**src/core_params.svh**
```systemverilog
`ifndef CORE_PARAMS_SVH
`define CORE_PARAMS_SVH

`default_nettype none

// datapath widths
`define XLEN    32
`define REG_AW  5

// clint register map, full 32-bit word addresses
`define MTIMECMP_LO 32'h0200_4000
`define MTIMECMP_HI 32'h0200_4004
`define MTIME_LO    32'h0200_BFF8
`define MTIME_HI    32'h0200_BFFC

// data ram geometry
`define DMEM_WORDS   1024
`define DMEM_LATENCY 2  // cycles from req seen to ack

`default_nettype wire

`endif

```
**src/rv_isa_pkg.sv**
```systemverilog
`include "core_params.svh"
`default_nettype none

package rv_isa_pkg;

  typedef logic [`XLEN-1:0] word_t;

  // load/store opcode as it arrives from execute
  typedef enum logic [3:0] {
    MEMOP_NONE = 4'd0,
    MEMOP_LB   = 4'd1,
    MEMOP_LBU  = 4'd2,
    MEMOP_LH   = 4'd3,
    MEMOP_LHU  = 4'd4,
    MEMOP_LW   = 4'd5,
    MEMOP_SB   = 4'd6,
    MEMOP_SH   = 4'd7,
    MEMOP_SW   = 4'd8
  } memop_e;

  // access size code, also carried on the dmem bus
  typedef logic [1:0] size_t;
  localparam size_t SZ_B = 2'd0;
  localparam size_t SZ_H = 2'd1;
  localparam size_t SZ_W = 2'd2;

  // exception bits raised by the memory stage
  typedef struct packed {
    logic load_misalign;
    logic store_misalign;
  } trap_t;

endpackage

`default_nettype wire

```
**src/pipe_pkg.sv**
```systemverilog
`include "core_params.svh"
`default_nettype none

package pipe_pkg;

  // ex/mem payload
  typedef struct packed {
    rv_isa_pkg::word_t  pc;
    logic [`REG_AW-1:0] rd;
    rv_isa_pkg::memop_e op;
    rv_isa_pkg::word_t  alu;  // effective address or alu result
    rv_isa_pkg::word_t  rs2;  // store source
  } ex_mem_t;

  // mem/wb payload
  typedef struct packed {
    rv_isa_pkg::word_t  pc;
    logic [`REG_AW-1:0] rd;
    rv_isa_pkg::word_t  data;
    rv_isa_pkg::trap_t  trap;
  } mem_wb_t;

endpackage

`default_nettype wire

```
**src/mem_bus_if.sv**
```systemverilog
`timescale 1ns/1ps
`default_nettype none

// four-phase req/ack link between the memory stage and the data ram
interface dmem_if;
  import rv_isa_pkg::*;

  logic   req;
  logic   we;
  word_t  addr;
  logic [3:0] mask;  // byte enables, already shifted to the lane
  size_t  size;
  word_t  wdata;
  logic   ack;
  word_t  rdata;

  modport stage (output req, we, addr, mask, size, wdata, input ack, rdata);
  modport ram   (input req, we, addr, mask, size, wdata, output ack, rdata);
endinterface

// single-cycle clint access, no handshake
interface clint_if;
  import rv_isa_pkg::*;

  logic  sel;
  logic  we;
  word_t addr;
  word_t wdata;
  word_t rdata;  // combinational read

  modport stage (output sel, we, addr, wdata, input rdata);
  modport clint (input sel, we, addr, wdata, output rdata);
endinterface

`default_nettype wire

```
**src/lsu_ext.sv**
```systemverilog
`timescale 1ns/1ps
`default_nettype none

module lsu_ext (
  input  rv_isa_pkg::word_t data_i,
  input  logic [1:0]        offset_i,  // byte lane of the access
  input  rv_isa_pkg::size_t size_i,
  input  logic              signed_i,
  output rv_isa_pkg::word_t data_o
);
  import rv_isa_pkg::*;

  localparam int W = $bits(word_t);

  word_t lane;
  logic  sign_b;
  logic  sign_h;

  // move the addressed byte down to bit 0
  assign lane = data_i >> {offset_i, 3'b000};

  assign sign_b = signed_i & lane[7];
  assign sign_h = signed_i & lane[15];

  always_comb begin
    case (size_i)
      SZ_B:    data_o = {{(W - 8){sign_b}}, lane[7:0]};
      SZ_H:    data_o = {{(W - 16){sign_h}}, lane[15:0]};
      default: data_o = lane;  // full word, nothing to extend
    endcase
  end

endmodule

`default_nettype wire

```
**src/mem_stage.sv**
```systemverilog
`include "core_params.svh"
`timescale 1ns/1ps
`default_nettype none

module mem_stage (
  input  logic              clk,
  input  logic              rst_n_i,
  input  pipe_pkg::ex_mem_t ex_i,
  input  logic              ex_valid_i,
  dmem_if.stage             dmem,
  clint_if.stage            clint,
  output logic              stall_o,
  output pipe_pkg::mem_wb_t wb_o
);
  import rv_isa_pkg::*;
  import pipe_pkg::*;

  logic       is_load;
  logic       is_store;
  logic       is_mem;
  logic       ld_signed;
  size_t      size;
  logic [1:0] off;
  logic       misalign;
  logic       is_clint;
  logic       acc_ok;
  logic       ram_acc;
  logic       clint_acc;
  logic [3:0] base_mask;
  word_t      st_trim;
  word_t      st_wdata;
  word_t      ld_raw;
  word_t      ld_data;
  trap_t      trap;
  logic       wait_ack_q;  // previous ack still has to drop

  // op decode
  assign is_load   = ex_i.op inside {MEMOP_LB, MEMOP_LBU, MEMOP_LH, MEMOP_LHU, MEMOP_LW};
  assign is_store  = ex_i.op inside {MEMOP_SB, MEMOP_SH, MEMOP_SW};
  assign is_mem    = is_load | is_store;
  assign ld_signed = ex_i.op inside {MEMOP_LB, MEMOP_LH, MEMOP_LW};

  always_comb begin
    case (ex_i.op)
      MEMOP_LB, MEMOP_LBU, MEMOP_SB: size = SZ_B;
      MEMOP_LH, MEMOP_LHU, MEMOP_SH: size = SZ_H;
      default:                       size = SZ_W;
    endcase
  end

  assign off = ex_i.alu[1:0];

  // halfword on odd byte, word off a word boundary
  assign misalign = is_mem & (((size == SZ_H) & off[0]) | ((size == SZ_W) & (off != 2'b00)));

  assign trap.load_misalign  = is_load & misalign;
  assign trap.store_misalign = is_store & misalign;

  assign is_clint = (ex_i.alu == `MTIME_LO) | (ex_i.alu == `MTIME_HI) |
                    (ex_i.alu == `MTIMECMP_LO) | (ex_i.alu == `MTIMECMP_HI);

  assign acc_ok    = ex_valid_i & is_mem & ~misalign;  // trapped accesses issue nothing
  assign ram_acc   = acc_ok & ~is_clint;
  assign clint_acc = acc_ok & is_clint;

  assign base_mask = (size == SZ_W) ? 4'b1111 :
                     (size == SZ_H) ? 4'b0011 : 4'b0001;

  // trim rs2 to the access size, then move it to its lane
  lsu_ext u_st_ext (
    .data_i   (ex_i.rs2),
    .offset_i (2'b00),
    .size_i   (size),
    .signed_i (1'b0),
    .data_o   (st_trim)
  );

  assign st_wdata = st_trim << {off, 3'b000};

  assign ld_raw = clint_acc ? clint.rdata : dmem.rdata;

  lsu_ext u_ld_ext (
    .data_i   (ld_raw),
    .offset_i (off),
    .size_i   (size),
    .signed_i (ld_signed),
    .data_o   (ld_data)
  );

  // ram side, req held low until the old ack has fallen
  assign dmem.req   = ram_acc & ~(wait_ack_q & dmem.ack);
  assign dmem.we    = is_store;
  assign dmem.addr  = ex_i.alu;
  assign dmem.mask  = base_mask << off;
  assign dmem.size  = size;
  assign dmem.wdata = st_wdata;

  always_ff @(posedge clk) begin
    if (!rst_n_i) begin
      wait_ack_q <= 1'b0;
    end else if (dmem.req && dmem.ack) begin
      wait_ack_q <= 1'b1;  // result taken this edge
    end else if (!dmem.ack) begin
      wait_ack_q <= 1'b0;
    end
  end

  // waiting for ack, or the old ack still up in front of a new ram op
  assign stall_o = ram_acc & (~dmem.ack | wait_ack_q);

  // clint write must land exactly once
  assign clint.sel   = clint_acc & ~stall_o;
  assign clint.we    = is_store;
  assign clint.addr  = ex_i.alu;
  assign clint.wdata = st_wdata;

  always_comb begin
    wb_o.pc   = ex_i.pc;
    wb_o.rd   = ex_i.rd;
    wb_o.trap = trap;
    if (is_load && !misalign) begin
      wb_o.data = ld_data;
    end else if (ex_i.op == MEMOP_NONE) begin
      wb_o.data = ex_i.alu;  // plain alu result passes on
    end else begin
      wb_o.data = '0;  // stores and traps
    end
  end

endmodule

`default_nettype wire

```
**src/flat_wrapper.sv**
```systemverilog
// flat-port wrapper written by rule: the top's interface ports become plain ports
module mem_stage_flat import rv_isa_pkg::*; import pipe_pkg::*;
  (clk, rst_n_i, ex_i, ex_valid_i, stall_o, wb_o, dmem_req, dmem_we, dmem_addr, dmem_mask, dmem_size, dmem_wdata, dmem_ack, dmem_rdata, clint_sel, clint_we, clint_addr, clint_wdata, clint_rdata);
  dmem_if dmem_i ();
  clint_if clint_i ();
  input  logic clk;
  input  logic rst_n_i;
  input  pipe_pkg::ex_mem_t ex_i;
  input  logic ex_valid_i;
  output logic stall_o;
  output pipe_pkg::mem_wb_t wb_o;
  output wire logic [$bits(dmem_i.req)-1:0] dmem_req;
  output wire logic [$bits(dmem_i.we)-1:0] dmem_we;
  output wire logic [$bits(dmem_i.addr)-1:0] dmem_addr;
  output wire logic [$bits(dmem_i.mask)-1:0] dmem_mask;
  output wire logic [$bits(dmem_i.size)-1:0] dmem_size;
  output wire logic [$bits(dmem_i.wdata)-1:0] dmem_wdata;
  input wire logic [$bits(dmem_i.ack)-1:0] dmem_ack;
  input wire logic [$bits(dmem_i.rdata)-1:0] dmem_rdata;
  output wire logic [$bits(clint_i.sel)-1:0] clint_sel;
  output wire logic [$bits(clint_i.we)-1:0] clint_we;
  output wire logic [$bits(clint_i.addr)-1:0] clint_addr;
  output wire logic [$bits(clint_i.wdata)-1:0] clint_wdata;
  input wire logic [$bits(clint_i.rdata)-1:0] clint_rdata;
  assign dmem_req = dmem_i.req;
  assign dmem_we = dmem_i.we;
  assign dmem_addr = dmem_i.addr;
  assign dmem_mask = dmem_i.mask;
  assign dmem_size = dmem_i.size;
  assign dmem_wdata = dmem_i.wdata;
  assign dmem_i.ack = dmem_ack;
  assign dmem_i.rdata = dmem_rdata;
  assign clint_sel = clint_i.sel;
  assign clint_we = clint_i.we;
  assign clint_addr = clint_i.addr;
  assign clint_wdata = clint_i.wdata;
  assign clint_i.rdata = clint_rdata;
  mem_stage u_core (.clk(clk), .rst_n_i(rst_n_i), .ex_i(ex_i), .ex_valid_i(ex_valid_i), .dmem(dmem_i), .clint(clint_i), .stall_o(stall_o), .wb_o(wb_o));
endmodule
```
**config.mk**
```make
export PLATFORM = sky130hd
export DESIGN_NAME = mem_stage_flat
export DESIGN_NICKNAME = d
export VERILOG_FILES = /design/src/rv_isa_pkg.sv /design/src/pipe_pkg.sv /design/src/mem_bus_if.sv /design/src/lsu_ext.sv /design/src/mem_stage.sv /design/src/flat_wrapper.sv
export VERILOG_INCLUDE_DIRS = /design/src /design/src/src
export SDC_FILE = /design/constraint.sdc
export NUM_CORES = 1
export LEC_CHECK = 0
export BUFFER_PORTS_ARGS = -buffer_cell sky130_fd_sc_hd__buf_2
export CORE_AREA = 2 2 150 152
export DETAILED_ROUTE_END_ITERATION = 10
export DIE_AREA = 0 0 152 154
export HOLD_SLACK_MARGIN = 0.08
export MAX_ROUTING_LAYER = met4
export PLACE_DENSITY = 0.46
export RECOVER_POWER = 50
export SYNTH_ARGS = -nofsm -noshare
export SYNTH_HDL_FRONTEND = slang
export SYNTH_SLANG_ARGS = --single-unit
```
**constraint.sdc**
```tcl
create_clock -name clk -period 2.3 [get_ports clk]
set_input_delay 0.115 -clock clk [delete_from_list [all_inputs] [get_ports clk]]
set_output_delay 0.115 -clock clk [all_outputs]
set_load 0.02 [all_outputs]
```
After elaboration in Yosys (flattened, before gate mapping)
Cells that the tools add are included.
W data, S select, Z words.
{"block": "totals", "ff_bits": 1, "output_inout_bits": 210, "input_bits": 173, "wordCells": 66}
{"block": "op_classes", "n_reduce_logical": 11, "eq_ne": 15, "shifts": 3, "n_mux": 10, "bitwise_logic": 26}
{"operator": "$eq A32 B26 Y1 const B", "n": 4}
{"operator": "$pmux W32 S2", "n": 2}
{"operator": "$mux W32", "n": 3}
{"operator": "$shl A32 B5 Y32", "n": 1}
{"operator": "$shr A32 B5 Y32", "n": 1}
{"operator": "$eq A4 B3 Y1 const B", "n": 4}
{"operator": "$and A1 B1 Y1", "n": 15}
{"operator": "$eq A4 B2 Y1 const B", "n": 2}
{"operator": "$or A1 B1 Y1", "n": 6}
{"operator": "$reduce_bool A3 Y1", "n": 2}
{"operator": "$reduce_or A3 Y1", "n": 2}
{"operator": "$not A1 Y1", "n": 5}
{"operator": "$reduce_bool A5 Y1", "n": 1}
{"operator": "$eq A4 B1 Y1 const B", "n": 1}
{"operator": "$eq A4 B4 Y1 const B", "n": 1}
{"operator": "$logic_not A4 Y1", "n": 1}
{"operator": "$mux W4", "n": 1}
{"operator": "$pmux W2 S2", "n": 1}
{"operator": "$shl A4 B2 Y4", "n": 1}
{"operator": "$eq A2 B1 Y1 const B", "n": 1}
{"operator": "$eq A2 B2 Y1 const B", "n": 1}
{"operator": "$logic_and A1 B1 Y1", "n": 2}
{"operator": "$logic_not A2 Y1", "n": 1}
{"operator": "$mux W1", "n": 2}
{"operator": "4 further kinds", "n": 4}

Longest topological paths before layout
Gate-level depths: netlist of run 1.
{"block": "logic_depth", "depth_word": 15, "depth_mapped": 10, "ltp_nobuf": 7}

By module
Synthesis of run 1 repeated with hierarchy kept, for this count alone.
{"block": "hier_totals", "cells_unflattened": 573, "hier_area_um2": 4342.9}
{"mod": "mem_stage", "instances": 1, "area_per_inst_um2": 2726.4, "cells_each": 361}
{"mod": "lsu_ext", "instances": 2, "area_per_inst_um2": 808.3, "cells_each": 106}

Worst setup path after synthesis of run 1
No wires, ideal clock.
{"block": "synth_path", "path_type": "input -> output", "start": "in ex_i[65] in the netlist's numbering", "end": "out dmem_wdata[16]", "slack_ns": -0.208, "required_ns": 2.185, "cell_stages": 10, "t_arrival_ns": 2.393, "cell_sequence": "buf_2 buf_2 nor3b_1 o31a_1 clkbuf_1 inv_1 clkbuf_1 a31oi_1 o21ai_0 buf_4"}
{"block": "synth_via", "elab_chain_cells": 6, "word_cells_on_any_way": 13}
{"element": "start: declaration", "line": "flat_wrapper.sv:8", "rtl": "input pipe_pkg::ex_mem_t ex_i;"}
{"element": "$eq A4 B2 Y1 (tied with other cells)", "line": "mem_stage.sv:44", "rtl": "case (ex_i.op)"}
{"element": "$reduce_or A3 Y1", "line": "mem_stage.sv:44"}
{"element": "$pmux W2 S2 (*)", "line": "mem_stage.sv:44"}
{"element": "named net dmem_size[1]", "line": "flat_wrapper.sv:16", "rtl": "output wire logic [$bits(dmem_i.size)-1:0] dmem_size;"}
{"element": "$eq A2 B1 Y1 or $logic_not A2 Y1 (tied branches)", "line": "lsu_ext.sv:26", "rtl": "case (size_i)"}
{"element": "$pmux W32 S2 (*)", "line": "lsu_ext.sv:26"}
{"element": "$shl A32 B5 Y32 (*)", "line": "mem_stage.sv:78", "rtl": "assign st_wdata = st_trim << {off, 3'b000};"}
{"element": "end: declaration", "line": "flat_wrapper.sv:17", "rtl": "output wire logic [$bits(dmem_i.wdata)-1:0] dmem_wdata;"}
The timed path passes the listed nets; every way through them passes the cells marked *.

==> flow_summary.rst, run 1 <==
.. list-table::
   :header-rows: 1

   * - Metric
     - Value
   * - HPWL after DPL
     - ~18000 um
   * - Total count of hold-check failures in the final report
     - 0
   * - Slowest stage delay, CP
     - 0.43 ns
   * - Initial standard-cell utilization of the core
     - between 15 and 20%
   * - Placed cell count
     - about 1100
   * - Standard-cell rows
     - 54
   * - Global-route wire length before repair
     - around 30000 um
   * - Antenna violations before repair
     - 5
   * - Critical path required time
     - between 2 and 2.5 ns
   * - Die Span Y
     - around 150 um
   * - Clock Skew
     - 0 ns
   * - Crit path cell chain
     - buf_6 > buf_6 > nand3b_1 > nor4_4 > o2111a_2 > buf_12 > nand2_8 > mux4_2 > a221o_1 > buf_6
   * - Wirelength, routed
     - between 20000 and 25000 um
   * - Layout cells sized above 1
     - approximately 55%
   * - Final Net Count
     - around 980
   * - Maximum fanout along the worst path
     - 5
   * - Minimum setup slack among reg-to-reg paths
     - between 1.5 and 2 ns
   * - Register area share after synthesis
     - less than 1%
   * - Final setup vio count
     - 7
   * - CP most frequent cell
     - sky130_fd_sc_hd__buf_6
   * - Unrepaired setup endpoints after global routing
     - yes
   * - Die Span X
     - around 150 um
   * - Post-cts hold buffer count
     - 0
   * - Post-Syn Instances
     - approximately 560
   * - Overall overflow remaining after global route
     - 0
   * - Highest achievable clock rate
     - 424.9 MHz
   * - Routed wire per std cell
     - ~19 um
   * - Core region area
     - 0.02169 mm^2
   * - Kind of capture point of the worst setup path
     - output port
   * - Minimum setup slack in the final design
     - -0.05339 ns
   * - Antenna-violating nets left
     - 0
   * - Number of vias after detailed routing
     - around 5000
   * - Vias in the first global route
     - 4919
   * - Failing checks
     - negative setup slack
   * - Ranking of synthesized cells by area
     - sky130_fd_sc_hd__buf_4 (29%), sky130_fd_sc_hd__nand2_1 (7.1%), sky130_fd_sc_hd__o21ai_0 (4.9%)
   * - Layout-stage area growth over the synthesis result
     - 63.01%
   * - Cell area power density
     - ~230 mW/mm^2
   * - Class of the tightest hold or removal check
     - in2out
   * - Slowest library cell on the worst path
     - sky130_fd_sc_hd__mux4_2
   * - Number of remaining DRC errors
     - 0
   * - Leading area contributor after synthesis
     - sky130_fd_sc_hd__buf_4
   * - Async set or reset register ratio after synthesis
     - 0%
   * - Register bank with the most flops
     - u_core.wait_ack_q
   * - TNS Setup
     - -0.1710 ns
   * - Die Outline Area
     - roughly 0.023 mm^2
   * - Number of cells on the worst reg-to-reg path
     - 2
   * - DRT Pass-1 Iters
     - 4
   * - Commonest register cell after synthesis
     - sky130_fd_sc_hd__dfxtp_1
   * - Arrival time of the worst setup path
     - roughly 2.2 ns
   * - Number of buffer cells added on primary ports
     - between 300 and 400
   * - Synth Net Count
     - ~730
   * - Worst Tran Pin Value
     - approximately 0.55 ns
   * - Ports placed on the boundary
     - about 380
   * - Count of unique library cells instantiated by Yosys
     - 56
   * - Detailed-route vias per instance
     - between 4 and 5
   * - Starting DRC count in detailed routing
     - approximately 260
   * - Number of flops mapped to enable cells by yosys
     - 0
   * - Leak
     - roughly 2.7 nW
   * - Fin crit share
     - 102.3%
   * - Worst Hold Depth
     - 0
   * - Combined global-route utilization of all metal layers
     - 17.08%
   * - Clock latency on the worst-skew pair
     - 0 ns
   * - Post-synthesis area per instance
     - about 6.2 um^2
   * - Non-Filler Instances
     - about 1100
   * - Max-Cap Viols
     - 0
   * - Minimum period implied by the final worst setup slack
     - 2.353 ns
   * - Post-synthesis register bit count
     - 1
   * - Max-slew violation count
     - 0
   * - Fraction of synthesized cell area taken by the top area cell type
     - just under 30%
   * - Slew margin rel.
     - 62.86%
   * - Pin count of the biggest net entering global routing
     - 43
   * - Worst vdd ir
     - approximately 90 uV
   * - Largest registers
     - u_core.wait_ack_q: 1 flops
   * - Flip-flop count of the largest register after layout
     - 1
   * - Status
     - complete, but fails checks
   * - Synthesis Warnings
     - 0
   * - Gp weighted congestion
     - between 0.8 and 0.9
   * - Critical path class
     - in2out
   * - Netlist area before placement
     - ~0.0035 mm^2
   * - PnR Total Power
     - about 0.0013 W
   * - Critical Path Start Type
     - input pin
cells in the final DEF, fill, tap and decap left out, types with 4 or more instances in the layout:
cell | netlist | routed
sky130_fd_sc_hd__buf_2 | 11 | 220
sky130_fd_sc_hd__buf_4 | 135 | 115
sky130_fd_sc_hd__nand2_1 | 66 | 66
sky130_fd_sc_hd__clkbuf_1 | 27 | 53
sky130_fd_sc_hd__nor2_1 | 35 | 34
sky130_fd_sc_hd__a21oi_1 | 31 | 30
sky130_fd_sc_hd__buf_6 | 1 | 27
sky130_fd_sc_hd__a31oi_1 | 20 | 20
sky130_fd_sc_hd__inv_1 | 17 | 17
sky130_fd_sc_hd__o21ai_0 | 34 | 17
sky130_fd_sc_hd__and2_1 | 16 | 17
sky130_fd_sc_hd__and3_1 | 18 | 14
sky130_fd_sc_hd__nand3_1 | 16 | 12
sky130_fd_sc_hd__o21ai_1 | 1 | 10
sky130_fd_sc_hd__o311ai_1 | 2 | 9
sky130_fd_sc_hd__mux2i_1 | 9 | 8
sky130_fd_sc_hd__o21ai_2 | 0 | 8
sky130_fd_sc_hd__o211ai_1 | 8 | 8
sky130_fd_sc_hd__nand4_1 | 7 | 7
sky130_fd_sc_hd__o311ai_2 | 0 | 7
sky130_fd_sc_hd__a31o_2 | 6 | 6
sky130_fd_sc_hd__diode_2 | 0 | 5
sky130_fd_sc_hd__o31ai_2 | 1 | 5
sky130_fd_sc_hd__o2111ai_1 | 10 | 5
sky130_fd_sc_hd__o2111ai_2 | 0 | 5
sky130_fd_sc_hd__buf_12 | 0 | 5
sky130_fd_sc_hd__mux2_2 | 4 | 4
sky130_fd_sc_hd__nor4_1 | 7 | 4
sky130_fd_sc_hd__nand3_2 | 0 | 4
sky130_fd_sc_hd__nand2b_1 | 5 | 4
sky130_fd_sc_hd__a21boi_0 | 8 | 4
power breakdown:
group / switching [W] / internal (W)
Combinational: 0.000771 / 0.000512
Sequential: 0.000000305 / 0.0000184
Clock: 0 / 0.000000000292
worst paths after layout:
check,start,end
worst max register to register,u_core.wait_ack_q,u_core.wait_ack_q
worst min-delay path,ex_i[90],wb_o[56]
worst max-delay path,ex_i[46],wb_o[3]
worst min register to register,u_core.wait_ack_q,u_core.wait_ack_q
through the flow:
step	area [um^2]	setup slack [ns]	utilization, %	hold slack [ns]
after global routing	5700	-0.1626	26.28	0.2300
after global placement	5109	-0.4321	23.55	0.2301
after CTS	5550	-0.05759	25.59	0.2301
final	5700	-0.05339	26.28	0.2300
after floorplan	3523	0.03632	-	0.2311
after detailed placement	5109	-0.3995	23.55	0.2301
cell usage after synthesis, drive strengths merged (2+ instances only):
library cell,count
nor3,3
buf,150
a21boi,8
nor3b,4
o211ai,8
mux2,4
nand3b,3
a21oi,31
nand4,7
o31ai,6
nand3,16
inv,17
nor2,36
a2111oi,2
a31o,6
o311ai,20
and3,18
a211oi,4
nor2b,3
o2111ai,10
clkbuf,27
nand2,67
nand2b,5
nor4,8
o21ai,35
a31oi,21
a21bo,2
mux2i,9
and2,17
final cells by class:
| cell class | instances | area, um^2 |
|---|---|---|
| inverter | 17 | 63.81 |
| sequential | 1 | 20.02 |
| timing repair buffer | 424 | 2640 |
| multi-input combinational | 366 | 2614 |
| fill | 2472 | 15990 |
| tap | 280 | 350.3 |
| antenna | 5 | 12.51 |
cell families (layout without fill, tap and decap cells):
| group | after synthesis | after routing | share of synthesized area (%) |
|---|---|---|---|
| multiplexers | 14 | 14 | 4.508 |
| AO/OA/AOI/OAI | 159 | 159 | 31.06 |
| AND/OR/NAND/NOR | 193 | 193 | 27.94 |
| flip-flops | 1 | 1 | 0.5725 |
| buffers and inverters | 194 | 441 | 35.92 |
| other | 0 | 5 | 0 |
worst max-delay path, delay by kind of cell:
family	cells	cell delay, ns
simple gates	3	0.55
mux	1	0.43
buf+inv	4	0.50
compound gates	2	0.65
timing repair:
action / 4_1_cts / 5_1_grt
setup endpoints to repair: 31 / 31
resized for setup: 103 / 60
cloned: 3 / 0
pin swaps: 25 / 22
buffers inserted: 8 / 3
per-layer routing:
layer  up-vias  global-route usage [%]  share of wire (%)
met5         -                       -                  0
met4         0                   5.118                3.0
met3        35                   2.311                5.9
met2       258                   31.62                 52
met1      2293                   19.03                 39
li1       2391                       -                  -
(Power assumes the default switching activity.)
==> inputs of run 2 (changes only) <==
Settings changed: CORE_AREA 2 2 150 152 to 2 2 149 151, DIE_AREA 0 0 152 154 to 0 0 151 153.
Clock period 2.3 ns to 2.35 ns, I/O delays scaled along.
==> flow_summary.rst, run 2 (synthesis gave the netlist of run 1 again) <==
.. list-table::
   :header-rows: 1

   * - Metric
     - Value
   * - Status
     - complete, but fails checks
   * - Failing checks
     - negative setup slack
   * - Pin count of the biggest net entering global routing
     - 37 (-14%)
   * - Overall overflow remaining after global route
     - 0 (unchanged)
   * - Total count of hold-check failures in the final report
     - 0 (unchanged)
   * - Number of vias after detailed routing
     - 5011 (+0.68%)
   * - Core region area
     - 0.02149 mm^2 (-0.93%)
   * - Kind of capture point of the worst setup path
     - output port
   * - Proportion of power drawn by flip-flops and latches
     - 1.4% (about the same)
   * - Die Span X
     - 151 um (-0.66%)
   * - Routed length on met1
     - 8040 um (-3.0%)
   * - Worst Hold Depth
     - 0 (unchanged)
   * - Critical Path Start Type
     - input pin
   * - Final setup vio count
     - 1 (-6)
   * - Register bank with the most flops
     - u_core.wait_ack_q
   * - Worst Tran Pin Value
     - 0.5542 ns (+0.001273 ns)
   * - Global-route wire length before repair
     - 29380 um (-2.9%)
   * - HPWL after DPL
     - 17990 um (+2.6%)
   * - Layout-stage area growth over the synthesis result
     - 67.37%
   * - Critical path class
     - in2out
   * - Combined global-route utilization of all metal layers
     - 17.43% (+0.35 points)
   * - Post-cts hold buffer count
     - 0 (unchanged)
   * - Worst vdd ir
     - 63.96 uV (-30%)
   * - Clock latency on the worst-skew pair
     - 0 ns (unchanged)
   * - Minimum setup slack among reg-to-reg paths
     - 1.80 ns (+0.05 ns)
   * - Highest metal layer used by the detailed router
     - met4
   * - Switching part of the total power
     - 59.30% (about the same)
   * - PnR Total Power
     - 0.001311 W (+0.69%)
   * - Flip-flop count of the largest register after layout
     - 1 (unchanged)
   * - Wirelength, routed
     - 21470 um (+1.6%)
   * - Hold_ws
     - 0.2350 ns (+0.005000 ns)
   * - Worst r2r src
     - u_core.wait_ack_q
   * - Util after Layout
     - 27.24% (+0.96 points)
   * - Detailed-routed wire length on met3
     - 1481 um (+18%)
   * - Fin crit share
     - 101.1%
   * - Gp weighted congestion
     - 0.8496 (+3.4%)
   * - Die Outline Area
     - 0.02310 mm^2 (-1.3%)
   * - Placed cell count
     - 1072 (-0.65%)
   * - Highest achievable clock rate
     - 420.9 MHz
   * - Detailed-route vias per instance
     - 4.593 (+0.87%)
   * - Vias in the first global route
     - 4727 (-3.9%)
   * - Class of the tightest hold or removal check
     - in2out
   * - Non-Filler Instances
     - 1091 (-0.18%)
   * - Fill cell total of the finished layout
     - 2480 (+0.32%)
   * - Hold path startpoint
     - ex_i[90]
   * - Cell area power density
     - 224.0 mW/mm^2 (-1.9%)
   * - Total area of multi-input combinational cells
     - 0.002729 mm^2 (+4.4%)
   * - Final Net Count
     - 984 (+0.10%)
   * - Die Span Y
     - 153 um (-0.65%)
   * - Leading cell types in the layout, fill and taps excluded
     - sky130_fd_sc_hd__buf_2 (222), sky130_fd_sc_hd__buf_4 (105), sky130_fd_sc_hd__nand2_1 (66)
   * - Switching power total
     - 0.0007776 W (+0.79%)
   * - Number of buffer cells added on primary ports
     - 308 (unchanged)
   * - Endpoint, Worst Hold
     - wb_o[56]
   * - Standard-cell rows
     - 54 (unchanged)
   * - DRT Pass-1 Iters
     - 5 (+1)
   * - Unrepaired setup endpoints after global routing
     - yes
   * - Sequential cell area
     - 20.02 um^2 (unchanged)
   * - Largest registers
     - u_core.wait_ack_q: 1 flops
   * - Leading cell type in the layout, fill and taps excluded
     - sky130_fd_sc_hd__buf_2
   * - Clock Skew
     - 0 ns (unchanged)
   * - Max-slew violation count
     - 0 (unchanged)
   * - Capture instance of the worst register-to-register path
     - u_core.wait_ack_q
   * - Number of cells on the worst reg-to-reg path
     - 2 (unchanged)
   * - Arrival time of the worst setup path
     - 2.26 ns (+0.02 ns)
   * - Routed wire per std cell
     - 19.68 um (+1.8%)
   * - Maximum fanout along the worst path
     - 15 (+10)
   * - Minimum period implied by the final worst setup slack
     - between 2 and 2.5 ns
   * - Met2 wirelength from detailed routing
     - 11240 um (+2.7%)
   * - Clock power share
     - 0% (unchanged)
   * - Cell-internal power
     - 0.0005337 W (+0.55%)
   * - Number of remaining DRC errors
     - 0 (unchanged)
   * - Initial standard-cell utilization of the core
     - 16.28% (+0.15 points)
   * - Ports placed on the boundary
     - 383 (unchanged)
   * - Minimum setup slack in the final design
     - -0.02613 ns (+0.02726 ns)
   * - Max-Cap Viols
     - 0 (unchanged)
   * - Starting DRC count in detailed routing
     - 221 (-14%)
   * - Critical path required time
     - 2.23 ns (+0.05 ns)
   * - Layout cells sized above 1
     - 54.76% (-0.068 points)
   * - Slew margin rel.
     - 62.47% (-0.39 points)
   * - Antenna-violating nets left
     - 0 (unchanged)
   * - Part of the total power dissipated in combinational logic
     - 98.6% (about the same)
   * - Antenna violations before repair
     - 2 (-3)
   * - Leak
     - 2.749 nW (+0.90%)
## run 2: cell count changes in the layout (fill, tap and decap cells not counted), sizes merged
| cell | change |
|---|---|
| clkbuf | +5 |
| buf | -4 |
| diode | -3 |
## run 2: layout make-up
type	instances	area share, %
well taps	280	5.985
inverters	17	1.090
flip-flops and latches	1	0.3420
diodes	2	0.08551
repair buffers	425	45.87
multi-input cells	366	46.62
## run 2: timing repair
item / CTS / global route
gates cloned: 2 / 1
pin swaps: 19 / 35
gates resized for setup: 100 / 72
endpoints found under the setup margin: 31 / 31
setup buffers: 4 / 13
## run 2: stage by stage
| step | worst slack [ns] | setup TNS [ns] | area, um^2 |
|---|---|---|---|
| 5_1_grt | -0.09167 | -0.6782 | 5853 |
| 6_report | -0.02613 | -0.02613 | 5853 |
| 3_3_place_gp | -0.3146 | -3.913 | 5006 |
| 2_1_floorplan | -0.1631 | -0.9654 | 3497 |
| 3_5_place_dp | -0.3471 | -4.876 | 5006 |
| 4_1_cts | -0.05710 | -0.1159 | 5450 |
## run 2: worst max path at each step
stage	start	endpoint	slack, ns	cells after the start
after floorplan	ex_i[65]	dmem_wdata[17]	-0.16	10
after global placement	ex_i[64]	wb_o[16]	-0.31	11
after detailed placement	ex_i[64]	wb_o[24]	-0.35	11
after CTS	ex_i[46]	wb_o[3]	-0.06	10
after global routing	ex_i[66]	wb_o[3]	-0.09	12
final	ex_i[64]	wb_o[3]	-0.03	10
## run 2: power groups by stage
stage / sequential [W] / combinational, W / clock (W)
final: 0.0000183 / 0.00129 / 0.000000000114
after global routing: 0.0000184 / 0.00138 / 0.000000000114
after CTS: 0.0000183 / 0.00124 / 0
after detailed placement: 0.0000183 / 0.00116 / 0
after global placement: 0.0000183 / 0.00116 / 0
after floorplan: 0.0000183 / 0.000799 / 0
## run 2: routing by layer
layer | global-route usage, % | vias to the layer above
met3 | 2.149 | 50
met2 | 33.29 | 245
met1 | 18.73 | 2337
met4 | 4.406 | 0
met5 | - | -
li1 | - | 2379
## run 2: worst max-delay path: stages
cell and delay, ns:
sky130_fd_sc_hd__buf_6 0.09, sky130_fd_sc_hd__or4b_4 0.55, sky130_fd_sc_hd__nor2_4 0.13, sky130_fd_sc_hd__nor3_4 0.06, sky130_fd_sc_hd__buf_12 0.15, sky130_fd_sc_hd__buf_6 0.12, sky130_fd_sc_hd__nand2_4 0.07, sky130_fd_sc_hd__mux4_2 0.50
sky130_fd_sc_hd__a221o_1 0.32, sky130_fd_sc_hd__buf_6 0.14
==> inputs of run 3 (changes only) <==
Clock period 2.35 ns to 2.6 ns, I/O delays scaled along.
==> flow_summary.rst, run 3 (synthesis gave the netlist of run 1 again) <==
.. list-table::
   :header-rows: 1

   * - Metric
     - Value
   * - Status
     - completed
   * - Minimum setup slack in the final design
     - 0.05701 ns (+0.08314 ns)
   * - Critical Path Stages
     - 10 (unchanged)
   * - Max-slew violation count
     - 0 (unchanged)
   * - Flip-flop count of the largest register after layout
     - 1 (unchanged)
   * - Die Span Y
     - 153 um (unchanged)
   * - Largest registers
     - u_core.wait_ack_q: 1 flops
   * - Die Outline Area
     - 0.02310 mm^2 (unchanged)
   * - Max-Cap Viols
     - 0 (unchanged)
   * - Critical Path Start Type
     - input pin
   * - Worst Path Buf+Inv
     - 4 (unchanged)
   * - Post-cts hold buffer count
     - 0 (unchanged)
   * - Placement Setup Slack
     - -0.1113 ns (+0.2358 ns)
   * - Standard-cell rows
     - 54 (unchanged)
   * - Crit path cell chain
     - buf_2 > or4b_1 > nor2_4 > buf_4 > nor4_1 > buf_4 > a2111oi_0 > a21oi_2 > o2111ai_1 > buf_2
   * - Global-route wire length before repair
     - 27650 um (-5.9%)
   * - Combined global-route utilization of all metal layers
     - 16.32% (-1.1 points)
   * - Worst Tran Pin Value
     - 0.7076 ns (+0.1535 ns)
   * - Die Span X
     - 151 um (unchanged)
   * - HPWL after DPL
     - 17180 um (-4.5%)
   * - Kind of capture point of the worst setup path
     - output port
   * - Number of cells on the worst reg-to-reg path
     - 2 (unchanged)
   * - Hold_ws
     - 0.2600 ns (+0.02500 ns)
   * - Gp weighted congestion
     - 0.8228 (-3.2%)
   * - Wirelength, routed
     - 20060 um (-6.6%)
   * - Endpoint of the most critical setup path
     - wb_o[26]
   * - Clock Skew
     - 0 ns (unchanged)
   * - Worst vdd ir
     - 80.86 uV (+26%)
   * - Slew margin rel.
     - 52.22% (-10 points)
   * - Routed wire per std cell
     - 19.16 um (-2.7%)
   * - Number of buffer cells added on primary ports
     - 308 (unchanged)
   * - Leading cell type in the layout, fill and taps excluded
     - sky130_fd_sc_hd__buf_2
   * - Pin count of the biggest net entering global routing
     - 42 (+14%)
   * - Fill cell total of the finished layout
     - 2546 (+2.7%)
   * - Total count of hold-check failures in the final report
     - 0 (unchanged)
   * - Layout cells sized above 1
     - 45.16% (-9.6 points)
   * - Starting DRC count in detailed routing
     - 202 (-8.6%)
   * - Number of remaining DRC errors
     - 0 (unchanged)
   * - Clock latency on the worst-skew pair
     - 0 ns (unchanged)
   * - Slowest library cell on the worst path
     - sky130_fd_sc_hd__or4b_1
   * - Class of the tightest hold or removal check
     - in2out
   * - Detailed-route vias per instance
     - 4.514 (-1.7%)
   * - Final Net Count
     - 939 (-4.6%)
   * - Highest achievable clock rate
     - between 300 and 400 MHz
   * - Minimum period implied by the final worst setup slack
     - between 2 and 3 ns
   * - Antenna-violating nets left
     - 0 (unchanged)
   * - Arrival time of the worst setup path
     - 2.41 ns (+0.15 ns)
   * - Initial standard-cell utilization of the core
     - 16.28% (unchanged)
   * - Overall overflow remaining after global route
     - 0 (unchanged)
   * - Register bank with the most flops
     - u_core.wait_ack_q
   * - Minimum setup slack among reg-to-reg paths
     - 2.07 ns (+0.27 ns)
   * - Critical path required time
     - 2.47 ns (+0.24 ns)
   * - Critical path startpoint
     - ex_i[64]
   * - Fin crit share
     - slightly below 100%
   * - Final setup vio count
     - 0 (-1)
   * - Worst r2r src
     - u_core.wait_ack_q
   * - Dominant delay contributor by cell family on the critical path
     - compound AO/OA/AOI/OAI gates
   * - Vias in the first global route
     - 4462 (-5.6%)
   * - DRT Pass-1 Iters
     - 5 (unchanged)
   * - Critical path class
     - in2out
   * - Number of vias after detailed routing
     - 4726 (-5.7%)
   * - Antenna violations before repair
     - 3 (+1)
   * - Cell area power density
     - 210.0 mW/mm^2 (-6.3%)
   * - Leading cell types in the layout, fill and taps excluded
     - sky130_fd_sc_hd__buf_2 (246), sky130_fd_sc_hd__buf_4 (67), sky130_fd_sc_hd__nand2_1 (66)
   * - Capture instance of the worst register-to-register path
     - u_core.wait_ack_q
   * - Ports placed on the boundary
     - 383 (unchanged)
   * - Maximum fanout along the worst path
     - 5 (-10)
   * - Layout-stage area growth over the synthesis result
     - 36.85%
   * - Core region area
     - 0.02149 mm^2 (unchanged)
   * - Leak
     - 2.370 nW (-14%)
   * - Slowest stage delay, CP
     - 0.59 ns (+0.04 ns)
-- run 3: changes by cell type in the layout (fill, tap and decap cells not counted), moves of 5 or more --
cell | before | now
sky130_fd_sc_hd__o21ai_0 | 28 | 33
sky130_fd_sc_hd__clkbuf_1 | 55 | 62
sky130_fd_sc_hd__buf_4 | 105 | 67
sky130_fd_sc_hd__buf_6 | 27 | 2
sky130_fd_sc_hd__buf_8 | 6 | 1
sky130_fd_sc_hd__o311ai_0 | 2 | 9
sky130_fd_sc_hd__o2111ai_1 | 4 | 9
sky130_fd_sc_hd__o311ai_2 | 8 | 2
sky130_fd_sc_hd__buf_2 | 222 | 246
-- run 3: timing repair --
item	in CTS	in global routing
buffers inserted	0	4
resized for setup	4	19
endpoints found under the setup margin	5	16
gates cloned	0	0
endpoints found under the hold margin	0	0
pin swaps	1	8
-- run 3: power breakdown --
| group | internal (W) | leakage (nW) | switching [W] |
|---|---|---|---|
| logic | 0.000356 | 2.36 | 0.000633 |
| clock network | 0.000000000155 | 0.0000190 | 0 |
| registers | 0.0000163 | 0.00814 | 0.000000269 |
-- run 3: how the worst min path moves through the flow --
| stage | cells past startpoint | slack [ns] | start | to |
|---|---|---|---|---|
| 3_3_place_gp | 0 | 0.26 | ex_i[68] | wb_o[34] |
| 5_1_grt | 0 | 0.26 | ex_i[87] | wb_o[53] |
| 4_1_cts | 0 | 0.26 | ex_i[68] | wb_o[34] |
| 2_1_floorplan | 2 | 0.25 | dmem_ack | u_core.wait_ack_q |
| 6_report | 0 | 0.26 | ex_i[100] | wb_o[66] |
| 3_5_place_dp | 0 | 0.26 | ex_i[68] | wb_o[34] |
-- run 3: layout make-up --
class	instances	area, um^2	area share [%]
well taps	280	350.3	7.320
inverters	17	63.81	1.333
flip-flops and latches	1	20.02	0.4183
diodes	3	7.507	0.1569
repair buffers	380	2044	42.72
multi-input cells	366	2300	48.05
-- run 3: per-stage QoR --
step | util (%) | std cells | instance area (um^2) | setup TNS (ns) | total power, W
after floorplan | - | 561 | 3497 | 0 | 0.0007382
after global placement | 22.12 | 1040 | 4753 | -0.3013 | 0.001015
after detailed placement | 22.12 | 1040 | 4753 | -0.2259 | 0.001013
after CTS | 22.12 | 1040 | 4753 | 0 | 0.001018
after global routing | 22.27 | 1047 | 4786 | -0.09773 | 0.001088
final | 22.27 | 1047 | 4786 | 0 | 0.001005
-- run 3: per-layer routing --
metal  routed length (um)  track usage [%]
met1                 7698            17.74
met5                    0                -
met4                  384            3.338
met3                 1436            2.507
met2                10540            30.93
